$ cat src/logic/rvPkg.sv
package rvPkg;

	// major opcodes, instr[6:0]
	localparam logic [6:0] opR = 7'b0110011;
	localparam logic [6:0] opIComp = 7'b0010011;
	localparam logic [6:0] opLoad = 7'b0000011;
	localparam logic [6:0] opStore = 7'b0100011;
	localparam logic [6:0] opBranch = 7'b1100011;
	localparam logic [6:0] opJal = 7'b1101111;
	localparam logic [6:0] opJalr = 7'b1100111;
	localparam logic [6:0] opLui = 7'b0110111;
	localparam logic [6:0] opAuipc = 7'b0010111;

	// funct3 for R and I-compare operations
	localparam logic [2:0] f3AddSub = 3'b000;
	localparam logic [2:0] f3Sll = 3'b001;
	localparam logic [2:0] f3Slt = 3'b010;
	localparam logic [2:0] f3Sltu = 3'b011;
	localparam logic [2:0] f3Xor = 3'b100;
	localparam logic [2:0] f3Srl = 3'b101; // also sra, split by funct7[5]
	localparam logic [2:0] f3Or = 3'b110;
	localparam logic [2:0] f3And = 3'b111;

	// funct3 for branches
	localparam logic [2:0] f3Beq = 3'b000;
	localparam logic [2:0] f3Bne = 3'b001;
	localparam logic [2:0] f3Blt = 3'b100;
	localparam logic [2:0] f3Bge = 3'b101;
	localparam logic [2:0] f3Bltu = 3'b110;
	localparam logic [2:0] f3Bgeu = 3'b111;

	typedef enum logic [2:0] {
		aluR,
		aluIComp,
		aluLoadStore,
		aluBranch,
		aluJ,
		aluLui,
		aluAuipc
	} aluCtrlE;

	typedef struct packed {
		logic [6:0] funct7;
		logic [4:0] rs2;
		logic [4:0] rs1;
		logic [2:0] funct3;
		logic [4:0] rd;
		logic [6:0] opcode;
	} rFmtS;

	typedef struct packed {
		logic [11:0] imm;
		logic [4:0] rs1;
		logic [2:0] funct3;
		logic [4:0] rd;
		logic [6:0] opcode;
	} iFmtS;

	typedef struct packed {
		logic [6:0] immHi;
		logic [4:0] rs2;
		logic [4:0] rs1;
		logic [2:0] funct3;
		logic [4:0] immLo;
		logic [6:0] opcode;
	} sFmtS;

	typedef struct packed {
		logic imm12;
		logic [5:0] imm10to5;
		logic [4:0] rs2;
		logic [4:0] rs1;
		logic [2:0] funct3;
		logic [3:0] imm4to1;
		logic imm11;
		logic [6:0] opcode;
	} bFmtS;

	typedef struct packed {
		logic [19:0] imm; // goes to bits 31:12
		logic [4:0] rd;
		logic [6:0] opcode;
	} uFmtS;

	typedef struct packed {
		logic imm20;
		logic [9:0] imm10to1;
		logic imm11;
		logic [7:0] imm19to12;
		logic [4:0] rd;
		logic [6:0] opcode;
	} jFmtS;

	typedef union packed {
		rFmtS rFmt;
		iFmtS iFmt;
		sFmtS sFmt;
		bFmtS bFmt;
		uFmtS uFmt;
		jFmtS jFmt;
	} instrU;

	// host word addresses
	localparam logic [5:0] adrInstr = 6'd0; // write only
	localparam logic [5:0] adrPc = 6'd1;
	localparam logic [5:0] adrRegBase = 6'd32; // x0..x31 at 32..63

	localparam int dataWords = 16;

endpackage

$ cat src/logic/aluExecute.sv
`timescale 1ns/100ps

module aluExecute (
	input rvPkg::instrU instr,
	input logic [31:0] rs1Data,
	input logic [31:0] rs2Data,
	input logic [31:0] pc,
	input logic aluSrc,
	input logic inAIsPc,
	input logic branch,
	input logic jump,
	input logic jumpReg,
	input rvPkg::aluCtrlE aluCtrl,
	output logic [31:0] aluResult,
	output logic [31:0] nextPc
);

	logic [31:0] imm; // sign extended, per format
	logic [31:0] inA;
	logic [31:0] inB;
	logic [31:0] opResult;
	logic signed [31:0] sraResult;
	logic [31:0] pcPlus4;
	logic [2:0] funct3;
	logic isSub;
	logic isArith;
	logic takeBranch;

	always_comb begin
		case (instr.rFmt.opcode)
			rvPkg::opStore: imm = {{20{instr.sFmt.immHi[6]}}, instr.sFmt.immHi,
				instr.sFmt.immLo};
			rvPkg::opBranch: imm = {{19{instr.bFmt.imm12}}, instr.bFmt.imm12,
				instr.bFmt.imm11, instr.bFmt.imm10to5, instr.bFmt.imm4to1, 1'b0};
			rvPkg::opLui, rvPkg::opAuipc: imm = {instr.uFmt.imm, 12'b0};
			rvPkg::opJal: imm = {{11{instr.jFmt.imm20}}, instr.jFmt.imm20,
				instr.jFmt.imm19to12, instr.jFmt.imm11, instr.jFmt.imm10to1, 1'b0};
			default: imm = {{20{instr.iFmt.imm[11]}}, instr.iFmt.imm};
		endcase
	end

	assign inA = inAIsPc ? pc : rs1Data;
	assign inB = aluSrc ? imm : rs2Data;
	assign pcPlus4 = pc + 32'd4;
	assign funct3 = instr.rFmt.funct3;
	assign isSub = (aluCtrl == rvPkg::aluR) && instr.rFmt.funct7[5]; // addi has no sub
	assign isArith = instr.rFmt.funct7[5]; // imm[10] for srai
	assign sraResult = $signed(inA) >>> inB[4:0];

	always_comb begin
		case (funct3)
			rvPkg::f3AddSub: opResult = isSub ? inA - inB : inA + inB;
			rvPkg::f3Sll: opResult = inA << inB[4:0];
			rvPkg::f3Slt: opResult = {31'b0, $signed(inA) < $signed(inB)};
			rvPkg::f3Sltu: opResult = {31'b0, inA < inB};
			rvPkg::f3Xor: opResult = inA ^ inB;
			rvPkg::f3Srl: opResult = isArith ? sraResult : inA >> inB[4:0];
			rvPkg::f3Or: opResult = inA | inB;
			default: opResult = inA & inB;
		endcase
	end

	always_comb begin
		case (aluCtrl)
			rvPkg::aluR, rvPkg::aluIComp: aluResult = opResult;
			rvPkg::aluJ: aluResult = pcPlus4; // link
			rvPkg::aluLui: aluResult = imm;
			default: aluResult = inA + inB; // address or auipc sum
		endcase
	end

	always_comb begin
		case (instr.bFmt.funct3)
			rvPkg::f3Beq: takeBranch = rs1Data == rs2Data;
			rvPkg::f3Bne: takeBranch = rs1Data != rs2Data;
			rvPkg::f3Blt: takeBranch = $signed(rs1Data) < $signed(rs2Data);
			rvPkg::f3Bge: takeBranch = $signed(rs1Data) >= $signed(rs2Data);
			rvPkg::f3Bltu: takeBranch = rs1Data < rs2Data;
			rvPkg::f3Bgeu: takeBranch = rs1Data >= rs2Data;
			default: takeBranch = 1'b0;
		endcase
	end

	always_comb begin
		if (jumpReg)
			nextPc = (rs1Data + imm) & ~32'd1;
		else if (jump || (branch && takeBranch))
			nextPc = pc + imm;
		else
			nextPc = pcPlus4;
	end

	// an aligned pc and offset must give an aligned target
	branchTargetAligned: assert final (!(branch && pc[1:0] == 2'b00 && imm[1] == 1'b0)
		|| nextPc[1:0] == 2'b00);

endmodule

$ cat src/logic/controlMain.sv
`timescale 1ns/100ps

module controlMain (
	input logic [6:0] opcode,
	output logic regWrite,
	output logic memRead,
	output logic memWrite,
	output logic memToReg,
	output logic aluSrc,
	output logic branch,
	output logic jump,
	output logic jumpReg,
	output logic inAIsPc,
	output rvPkg::aluCtrlE aluCtrl
);

	always_comb begin
		regWrite = 1'b0;
		memRead = 1'b0;
		memWrite = 1'b0;
		memToReg = 1'b0;
		aluSrc = 1'b0;
		branch = 1'b0;
		jump = 1'b0;
		jumpReg = 1'b0;
		inAIsPc = 1'b0;
		aluCtrl = rvPkg::aluR;
		case (opcode)
			rvPkg::opR: begin
				regWrite = 1'b1;
			end
			rvPkg::opIComp: begin
				regWrite = 1'b1;
				aluSrc = 1'b1;
				aluCtrl = rvPkg::aluIComp;
			end
			rvPkg::opLoad: begin
				regWrite = 1'b1;
				memRead = 1'b1;
				memToReg = 1'b1;
				aluSrc = 1'b1;
				aluCtrl = rvPkg::aluLoadStore;
			end
			rvPkg::opStore: begin
				memWrite = 1'b1;
				aluSrc = 1'b1;
				aluCtrl = rvPkg::aluLoadStore;
			end
			rvPkg::opBranch: begin
				branch = 1'b1;
				aluCtrl = rvPkg::aluBranch;
			end
			rvPkg::opJal: begin
				regWrite = 1'b1;
				jump = 1'b1;
				inAIsPc = 1'b1; // link value built from pc
				aluCtrl = rvPkg::aluJ;
			end
			rvPkg::opJalr: begin
				regWrite = 1'b1;
				jumpReg = 1'b1;
				inAIsPc = 1'b1;
				aluCtrl = rvPkg::aluJ;
			end
			rvPkg::opLui: begin
				regWrite = 1'b1;
				aluSrc = 1'b1;
				aluCtrl = rvPkg::aluLui;
			end
			rvPkg::opAuipc: begin
				regWrite = 1'b1;
				aluSrc = 1'b1;
				inAIsPc = 1'b1;
				aluCtrl = rvPkg::aluAuipc;
			end
			default: ; // unknown opcode, nothing but pc+4
		endcase
	end

	memAccessOneHot: assert final (!(memRead && memWrite));

endmodule

$ cat src/logic/resultWriteback.sv
`timescale 1ns/100ps

module resultWriteback (
	input logic clk,
	input logic rstN,
	input logic commit,
	input rvPkg::instrU instr,
	input logic regWrite,
	input logic memWrite,
	input logic memToReg,
	input logic [31:0] aluResult,
	input logic [31:0] nextPc,
	input logic pcWrite,
	input logic [31:0] pcWrData,
	input logic [4:0] regRdIdx,
	output logic [31:0] rs1Data,
	output logic [31:0] rs2Data,
	output logic [31:0] regRdData,
	output logic [31:0] pcValue
);

	logic [31:0] regs [32];
	logic [31:0] ram [rvPkg::dataWords];
	logic [31:0] pc;
	logic [$clog2(rvPkg::dataWords)-1:0] ramIdx;
	logic [31:0] wrData;
	logic [4:0] rd;

	assign rd = instr.rFmt.rd;
	assign ramIdx = aluResult[$clog2(rvPkg::dataWords)+1:2]; // wraps
	assign wrData = memToReg ? ram[ramIdx] : aluResult;

	assign rs1Data = regs[instr.rFmt.rs1];
	assign rs2Data = regs[instr.rFmt.rs2];
	assign regRdData = regs[regRdIdx];
	assign pcValue = pc;

	// x0 is cleared by reset and never written
	always_ff @(posedge clk or negedge rstN) begin
		if (!rstN) begin
			for (int k = 0; k < 32; k++) begin
				regs[k] <= '0;
			end
		end else if (commit && regWrite && rd != 5'd0) begin
			regs[rd] <= wrData;
		end
	end

	always_ff @(posedge clk or negedge rstN) begin
		if (!rstN) begin
			for (int k = 0; k < rvPkg::dataWords; k++) begin
				ram[k] <= '0;
			end
		end else if (commit && memWrite) begin
			ram[ramIdx] <= rs2Data;
		end
	end

	always_ff @(posedge clk or negedge rstN) begin
		if (!rstN) begin
			pc <= '0;
		end else if (commit) begin
			pc <= nextPc;
		end else if (pcWrite) begin
			pc <= pcWrData; // host write
		end
	end

	// the host port never issues both in one ack cycle
	commitPcWriteExclusive: assert property (@(posedge clk) disable iff (!rstN)
		!(commit && pcWrite));

endmodule

$ cat src/logic/rvCoreTop.sv
`timescale 1ns/100ps

module rvCoreTop (
	input logic clk,
	input logic rstN,
	input logic cyc,
	input logic stb,
	input logic we,
	input logic [5:0] adr,
	input logic [31:0] datIn,
	output logic [31:0] datOut,
	output logic ack
);

	rvPkg::instrU instr;
	rvPkg::aluCtrlE aluCtrl;
	logic commit;
	logic pcWrite;
	logic [31:0] pcWrData;
	logic [4:0] regRdIdx;
	logic [31:0] pcValue;
	logic [31:0] regRdData;
	logic regWrite;
	logic memWrite;
	logic memToReg;
	logic aluSrc;
	logic branch;
	logic jump;
	logic jumpReg;
	logic inAIsPc;
	logic [31:0] rs1Data;
	logic [31:0] rs2Data;
	logic [31:0] aluResult;
	logic [31:0] nextPc;

	wbHostPort wbHostPort_inst (
		.clk(clk), .rstN(rstN), .cyc(cyc), .stb(stb), .we(we), .adr(adr),
		.datIn(datIn), .datOut(datOut), .ack(ack), .instr(instr), .commit(commit),
		.pcWrite(pcWrite), .pcWrData(pcWrData), .regRdIdx(regRdIdx),
		.pcValue(pcValue), .regRdData(regRdData)
	);

	controlMain controlMain_inst (
		.opcode(instr.rFmt.opcode), .regWrite(regWrite),
		.memRead(), // loads already select through memToReg
		.memWrite(memWrite), .memToReg(memToReg), .aluSrc(aluSrc), .branch(branch),
		.jump(jump), .jumpReg(jumpReg), .inAIsPc(inAIsPc), .aluCtrl(aluCtrl)
	);

	aluExecute aluExecute_inst (
		.instr(instr), .rs1Data(rs1Data), .rs2Data(rs2Data), .pc(pcValue),
		.aluSrc(aluSrc), .inAIsPc(inAIsPc), .branch(branch), .jump(jump),
		.jumpReg(jumpReg), .aluCtrl(aluCtrl), .aluResult(aluResult), .nextPc(nextPc)
	);

	resultWriteback resultWriteback_inst (
		.clk(clk), .rstN(rstN), .commit(commit), .instr(instr), .regWrite(regWrite),
		.memWrite(memWrite), .memToReg(memToReg), .aluResult(aluResult),
		.nextPc(nextPc), .pcWrite(pcWrite), .pcWrData(pcWrData), .regRdIdx(regRdIdx),
		.rs1Data(rs1Data), .rs2Data(rs2Data), .regRdData(regRdData), .pcValue(pcValue)
	);

endmodule

$ cat src/logic/wbHostPort.sv
`timescale 1ns/100ps

module wbHostPort (
	input logic clk,
	input logic rstN,
	input logic cyc,
	input logic stb,
	input logic we,
	input logic [5:0] adr,
	input logic [31:0] datIn,
	output logic [31:0] datOut,
	output logic ack,
	output rvPkg::instrU instr,
	output logic commit,
	output logic pcWrite,
	output logic [31:0] pcWrData,
	output logic [4:0] regRdIdx,
	input logic [31:0] pcValue,
	input logic [31:0] regRdData
);

	logic req;
	logic instrWr;
	logic pcWr;
	logic [31:0] rdData;

	assign req = cyc && stb && !ack; // new transfer this cycle
	assign instrWr = req && we && adr == rvPkg::adrInstr;
	assign pcWr = req && we && adr == rvPkg::adrPc;
	assign regRdIdx = adr[4:0];

	always_comb begin
		if (adr >= rvPkg::adrRegBase)
			rdData = regRdData;
		else if (adr == rvPkg::adrPc)
			rdData = pcValue;
		else
			rdData = '0; // instr word and unmapped
	end

	always_ff @(posedge clk or negedge rstN) begin
		if (!rstN) begin
			ack <= 1'b0;
			commit <= 1'b0;
			pcWrite <= 1'b0;
		end else begin
			ack <= req;
			commit <= instrWr;
			pcWrite <= pcWr;
		end
	end

	always_ff @(posedge clk) begin
		if (instrWr)
			instr <= datIn;
		if (pcWr)
			pcWrData <= datIn;
		if (req && !we)
			datOut <= rdData; // held through the ack cycle
	end

	// ack answers a request seen at the edge before
	ackInsideCycle: assert property (@(posedge clk) disable iff (!rstN)
		$rose(ack) |-> $past(cyc && stb));

endmodule

$ cat config.mk
export PLATFORM = sky130hd
export DESIGN_NAME = rvCoreTop
export DESIGN_NICKNAME = d
export VERILOG_FILES = /design/src/logic/rvPkg.sv /design/src/logic/aluExecute.sv /design/src/logic/controlMain.sv /design/src/logic/resultWriteback.sv /design/src/logic/rvCoreTop.sv /design/src/logic/wbHostPort.sv
export SDC_FILE = /design/constraint.sdc
export NUM_CORES = 2
export LEC_CHECK = 0
export BUFFER_PORTS_ARGS = -buffer_cell sky130_fd_sc_hd__buf_2
export CORE_MARGIN = 4
export CORE_UTILIZATION = 45
export DETAILED_ROUTE_END_ITERATION = 6
export PLACE_DENSITY = 0.58
export SYNTH_ARGS = -nofsm -noshare
export SYNTH_HDL_FRONTEND = slang
export SYNTH_HIERARCHICAL = 1
export SYNTH_SLANG_ARGS = --single-unit
$ cat constraint.sdc
create_clock -name clk -period 11.46 [get_ports clk]
set_clock_uncertainty 0.05 [all_clocks]
set_input_delay 0 -clock clk [delete_from_list [all_inputs] [get_ports clk]]
set_output_delay 0 -clock clk [all_outputs]
set_load 0.02 [all_outputs]
---- Yosys cells after proc, flatten, opt, wreduce, memory -nomap -nowiden ----
Cells that the tools add are included.
storage, ports and cells
  register bits after elaboration ......... 1667
  bits of input ports ..................... 43
  output and inout port bits .............. 33
  word-level logic and storage cells ...... 177
cells by class
  $add $sub $neg .......................... 5
  magnitude comparators ................... 14
  equality and inequality tests ........... 22
  shift-type cells ........................ 3
  multiplexer cells ....................... 42
  bitwise logic cells ..................... 8
  reductions and logical operators ........ 28
operator list
  operator                                                  number
  bitwise mux 1024 bit                                      1
  2-to-1 mux 32 bit                                         21
  bitwise mux 512 bit                                       1
  binary-select mux 32 bit (select 5 bit)                   3
  case mux 32 bit (7 select lines)                          1
  demux 32 bit (select 5 bit)                               1
  binary-select mux 32 bit (select 4 bit)                   1
  demux 32 bit (select 4 bit)                               1
  less-than comparator 32 bit                               4
  case mux 31 bit (4 select lines)                          1
  adder 32 bit                                              3
  case mux 32 bit (3 select lines)                          1
  greater-or-equal comparator 32 bit                        2
  adder 32 x 3 -> 32 bit, second input constant             1
  bitwise AND 32 bit                                        1
  == test 32 bit                                            1
  inequality test 32 bit                                    1
  bitwise OR 32 bit                                         1
  << shifter 32 x 5 -> 32 bit                               1
  right shift 32 x 5 -> 32 bit                              1
  >>> shifter 32 x 5 -> 32 bit                              1
  subtractor 32 bit                                         1
  XOR 32 bit                                                1
  greater-or-equal comparator 6 bit, second input constant  5
  other kinds (27)                                          66

---- Depth between registers and ports, before layout ----
  word-level depth ........................ 15
  depth in mapped cells ................... 36
  gate-level depth less buffers ........... 25

---- Modules after synthesis ----
Netlist, hierarchy kept.
modules (own cells, without submodules)
  module           instances  cells an instance  area an instance (um^2)
  resultWriteback  1          6992               86304.0
  aluExecute       1          2549               16195.5
  wbHostPort       1          156                3509.6
  controlMain      1          35                 236.5

---- Worst setup path after synthesis ----
OpenSTA, ideal clock, no wires.
  path kind ............................... reg2reg
  start ................................... reg wbHostPort_inst/instr[21] (netlist bit)
  end ..................................... reg resultWriteback_inst/regs[799] (netlist bit)
  setup time .............................. 137 ps
  arrival time ............................ 6574 ps
  required time ........................... 11273 ps
  setup slack ............................. 4699 ps
  cell stages (with the launch flop) ...... 30
  path buffers ............................ 9
  cells stage by stage .................... edfxtp_1 buf_4 buf_4 buf_4 mux2i_1 a22oi_1 a21oi_1 nor4_4 buf_4 nor2b_1 a41oi_1 o31ai_4 clkbuf_1 buf_1 clkbuf_1 ha_1 clkbuf_1 o21ai_0 nor4b_1 o41ai_1 o21ai_1 a21o_1 a21o_1 a31oi_1 a2111o_1 o41ai_1 o41a_1 a221oi_1 clkbuf_1 a21oi_1
RTL lines
  element                                                   RTL line                            source
  from (decl)                                               wbHostPort.sv:13                    output rvPkg::instrU instr,
  from (signal assigned)                                    wbHostPort.sv:55                    instr <= datIn;
  NOT 5 -> 6 bit (not written as such) (*)                  resultWriteback.sv:34               assign rs2Data = regs[instr.rFmt.rs2];
  binary-select mux 32 bit (select 5 bit) (*)               resultWriteback.sv:34
  2-to-1 mux 32 bit (not written as such) (*) (2 in a row)  resultWriteback.sv:34
  via rs2Data[2]                                            rvCoreTop.sv:32                     logic [31:0] rs2Data;
  2-to-1 mux 32 bit (*)                                     aluExecute.sv:43                    assign inB = aluSrc ? imm : rs2Data;
  adder 32 bit (tied with other cells)                      aluExecute.sv:52, aluExecute.sv:68
  2-to-1 mux 32 bit, on equally long branches               aluExecute.sv:52, aluExecute.sv:57
  case mux 32 bit (7 select lines)                          aluExecute.sv:51                    case (funct3)
  case mux 32 bit (3 select lines) (*)                      aluExecute.sv:64                    case (aluCtrl)
  via aluResult[31]                                         rvCoreTop.sv:33                     logic [31:0] aluResult;
  2-to-1 mux 32 bit (*)                                     resultWriteback.sv:31               assign wrData = memToReg ? ram[ramIdx] : aluResult;
  bitwise mux 1024 bit (*)                                  resultWriteback.sv:45               regs[rd] <= wrData;
  to (signal, indexed assignment)                           resultWriteback.sv:45
  to (decl)                                                 resultWriteback.sv:22               logic [31:0] regs [32];
The timed path passes the listed nets; every way through them passes the cells marked *. The select of a mux whose other input is x is not followed.
A chain may end at the register's enable or synchronous reset.

---- Worst setup path after layout ----
  start ................................... reg wbHostPort_inst/instr[20] (netlist bit)
  end ..................................... reg resultWriteback_inst/regs[443] (netlist bit)
between the ends
  word-level cells in the longest chain between the ends .. 15
RTL lines
  element                                                   RTL line
  NOT 5 -> 6 bit (not written as such) (*)                  resultWriteback.sv:34
  binary-select mux 32 bit (select 5 bit) (*)               resultWriteback.sv:34
  2-to-1 mux 32 bit (not written as such) (*) (2 in a row)  resultWriteback.sv:34
  via rs2Data[2]                                            rvCoreTop.sv:32
  2-to-1 mux 32 bit (*)                                     aluExecute.sv:43
  adder 32 bit (tied with other cells)                      aluExecute.sv:52, aluExecute.sv:68
  2-to-1 mux 32 bit, on equally long branches               aluExecute.sv:52, aluExecute.sv:57
  case mux 32 bit (7 select lines)                          aluExecute.sv:51
  case mux 32 bit (3 select lines) (*)                      aluExecute.sv:64
  via aluResult[3]                                          rvCoreTop.sv:33
  NOT 4 -> 5 bit (not written as such) (*)                  resultWriteback.sv:31
  binary-select mux 32 bit (select 4 bit) (*)               resultWriteback.sv:31
  2-to-1 mux 32 bit (not written as such) (*) (2 in a row)  resultWriteback.sv:31
  2-to-1 mux 32 bit (*)                                     resultWriteback.sv:31
  bitwise mux 1024 bit (*)                                  resultWriteback.sv:45
Marked as above.

==> reports/metrics.csv <==
stage;metric;value;unit
outcome;status;completed;
drt;initialDrtViolationCount;10301;
clock_network;cts_resized;0;
critical_path;rrSetupSlack;1890;ps
critical_path;worst-setup-path-type;reg2reg;
layout;design_area;116000;um2
global_route;antenna_found_initial;21;
clock_network;cts.reportedPaths.clkPinSlew;60;ps
drt;viasPerCell;6.70;
place;pre_cts_ws;2130;ps
layout;post-route-util;49.4;%
floorplanning;ioPinCount;76;
yosys;synth_seq_cells;1667;
worst_hold_path;hold_end;wbHostPort_inst/datOut[24];
place;hpwlAfterDp;260000;um
critical_path;r2r_end;resultWriteback_inst/regs[443];
floorplanning;placementRows;178;
floorplanning;die_area;244000;um2
layout;seq_area;42200;um2
yosys;synth-seq-area-share;39.7;%
timing;setup_slack;1890;ps
worst_hold_path;hold_depth;3;
power_and_ir_drop;p_leak;51.0;nW
drt;vias;85005;
critical_path;crit_arrival;10190;ps
layout;syn_to_final_growth;9.35;%
clock_network;clockBufferDepth;3;
worst_hold_path;hold_path_class;in2reg;
place;gp_congestion;0.991;
timing;relSlewSlack;9.97;%
yosys;synthCells;9732;
global_route;track_usage;33.1;%
timing;hold_viol;0;
yosys;async_flop_share;94.2;%
drt;wl_per_cell;32.4;um
drt;first_pass_iters;6;
floorplanning;fp.dieH;494;um
layout;final_cell_mix;dfrtp_1, a21oi_1, nor2_1, mux2_2, mux4_2;
power_and_ir_drop;ir_worst_vdd;0.174;mV
floorplanning;start_util;45.2;%
layout;drive_gt1_share;24.2;%
yosys;avgSynthCellArea;10.9;um2
yosys;netlist_area;106000;um2
yosys;syn-num-nets;9971;
global_route;overflow;0;
floorplanning;coreArea;235000;um2
clock_network;cts_buffers;181;
worst_hold_path;hold_start;adr[4];
critical_path;reg2reg_from;wbHostPort_inst/instr[20];
layout;fin_nets;9621;
critical_path;ff2ff_path_depth;23;
place;place_area;109000;um2
timing;setup_viol;0;
yosys;synth-main-ff-cell;dfrtp_1;
timing;rsz0062_at_grt;no;
timing;worst_slew_pin_slew;1350;ps
timing;max_freq;0.105;GHz
global_route;grt_pass1_vias;83695;
timing;fin_crit;9570;ps
layout;fill_cells;21061;
global_route;grt_start_max_net_pins;178;
floorplanning;die_w;494;um
timing;fin_setup_tns;0;ps
place;io_buffers;75;
layout;multi_input_area;59600;um2
drt;drc;0;
drt;ant_nets;0;
clock_network;htreeDepth;4;
critical_path;critPathRequiredTime;12080;ps
yosys;synth.distinct_cells;111;
critical_path;startpoint_type;flip-flop;
timing;period_share;83.5;%
drt;wl;411000;um
yosys;ys_warn_count;6;
global_route;grt_pass1_wl;594000;um
timing;report.final.slew_viol_count;0;
critical_path;endpoint_kind;flip-flop;
power_and_ir_drop;p_per_area;108;nW/um2
clock_network;cts.sinks;1667;
clock_network;clock_latency;860;ps
clock_network;cts_root_buffer;clkbuf_16;
layout;final_common_cell;dfrtp_1;
clock_network;cts_tree;yes;
yosys;synth-edff-count;96;
run;cap_violations;0;
critical_path;worstPathMaxFanout;50;
## what timing repair did
action                                 in CTS  in global routing
endpoints found under the hold margin     547                  0
setup buffers                               0                  0
hold buffers                               72                  0
## how the worst max path moves through the flow
stage | startpoint | to | slack (ps) | cells after the start
2_1_floorplan | wbHostPort_inst/instr[21] | resultWriteback_inst/regs[799] | 4700 | 29
3_3_place_gp | wbHostPort_inst/instr[15] | resultWriteback_inst/regs[443] | 2200 | 22
3_5_place_dp | wbHostPort_inst/instr[15] | resultWriteback_inst/regs[443] | 2130 | 22
4_1_cts | wbHostPort_inst/instr[15] | resultWriteback_inst/regs[443] | 2120 | 22
5_1_grt | wbHostPort_inst/instr[21] | resultWriteback_inst/regs[443] | 1670 | 25
6_report | wbHostPort_inst/instr[20] | resultWriteback_inst/regs[443] | 1890 | 23
## critical path, stage by stage (launching register included)
cell and delay, ps:
edfxtp_1 640, nor2b_4 640, buf_4 440, a22oi_1 150, a21oi_1 380, nor4_4 130
buf_4 240, nor2b_1 150, a41oi_1 280, o31ai_4 160, inv_2 590, buf_4 460
a211oi_1 120, a31oi_1 420, a21oi_1 130, a21oi_1 310, a32o_4 780, buf_4 550
nand2_2 760, o22ai_1 380, nor2_1 120, a221oi_4 670, buf_4 450, o21ai_0 150
## metal layers
layer	GRT usage, %	part of all wire, %
met1	44.0	39
met2	49.7	44
met3	8.30	10
met4	18.2	6.3
met5	0	0.023
## final cells by class
type,instances,area share (%)
antenna,6,0.0129
timing repair buffer,421,2.96
clock inverter,66,0.761
sequential,1667,36.3
multi-input combinational,6933,51.3
inverter,178,0.576
tap,3150,3.39
clock buffer,267,4.65
## registers in the layout, summed over array words and instances (netlist names)
signal and cells:
wbHostPort_inst/commit 1, wbHostPort_inst/instr 32, wbHostPort_inst/pcWrData 32, resultWriteback_inst/ram 512, resultWriteback_inst/regs 1024, resultWriteback_inst/pcValue 32
wbHostPort_inst/datOut 32, wbHostPort_inst/ack 1, wbHostPort_inst/pcWrite 1
## stage by stage
step	hold slack, ps	instances	total power [mW]
after global routing	22.6	12683	12.9
after CTS	17.6	12682	12.6
after detailed placement	-2.99	12277	6.45
final	64.9	12688	12.5
after global placement	-0.865	12277	6.45
after floorplan	-346	9732	6.23
## cells in the mapped netlist, types with 16 or more instances
| library cell | n | area, um2 |
|---|---|---|
| a21oi_1 | 1086 | 5440 |
| a21o_1 | 61 | 458 |
| mux2_2 | 728 | 8200 |
| dfrtp_1 | 1571 | 39300 |
| nand2b_1 | 28 | 175 |
| o31ai_1 | 20 | 150 |
| a31oi_1 | 42 | 263 |
| o21ai_1 | 134 | 671 |
| xor2_1 | 57 | 499 |
| nor3_1 | 197 | 986 |
| clkbuf_1 | 537 | 2020 |
| a221oi_2 | 29 | 435 |
| mux4_2 | 706 | 15900 |
| edfxtp_1 | 96 | 2880 |
| a22oi_1 | 273 | 2050 |
| or3_1 | 16 | 100 |
| inv_1 | 170 | 638 |
| nor4_4 | 34 | 723 |
| nor2b_1 | 23 | 144 |
| mux2_1 | 32 | 360 |
| and3_1 | 53 | 332 |
| mux2i_1 | 616 | 6170 |
| o21ai_0 | 403 | 2020 |
| buf_4 | 118 | 886 |
| o211ai_1 | 26 | 195 |
| buf_6 | 40 | 450 |
| nand2_1 | 536 | 2010 |
| buf_2 | 187 | 936 |
| a221oi_1 | 20 | 175 |
| nor2_1 | 951 | 3570 |
| nand3_1 | 56 | 280 |
| xnor2_1 | 59 | 517 |
| o22ai_1 | 67 | 419 |
| and2_1 | 17 | 106 |
| buf_1 | 66 | 248 |
| a32o_2 | 30 | 338 |
| nand4_1 | 31 | 194 |
| o21a_1 | 23 | 173 |
| a211oi_1 | 115 | 863 |
| a21oi_2 | 16 | 140 |
| ha_1 | 192 | 2400 |
## cells by family after synthesis
logic type,count (synthesis),share of synthesized area [%]
mux,2082,28.8
xor+xnor,116,0.956
buf+inv,1132,4.94
fa+ha+maj,196,2.34
flops,1667,39.7
compound gates,2520,14.5
simple gates,2019,8.70
## power breakdown
group | internal (mW) | switching (mW)
Clock | 3.61 | 2.56
Sequential | 5.94 | 0.0201
Combinational | 0.115 | 0.290
Power figures use the tool's default switching activity.
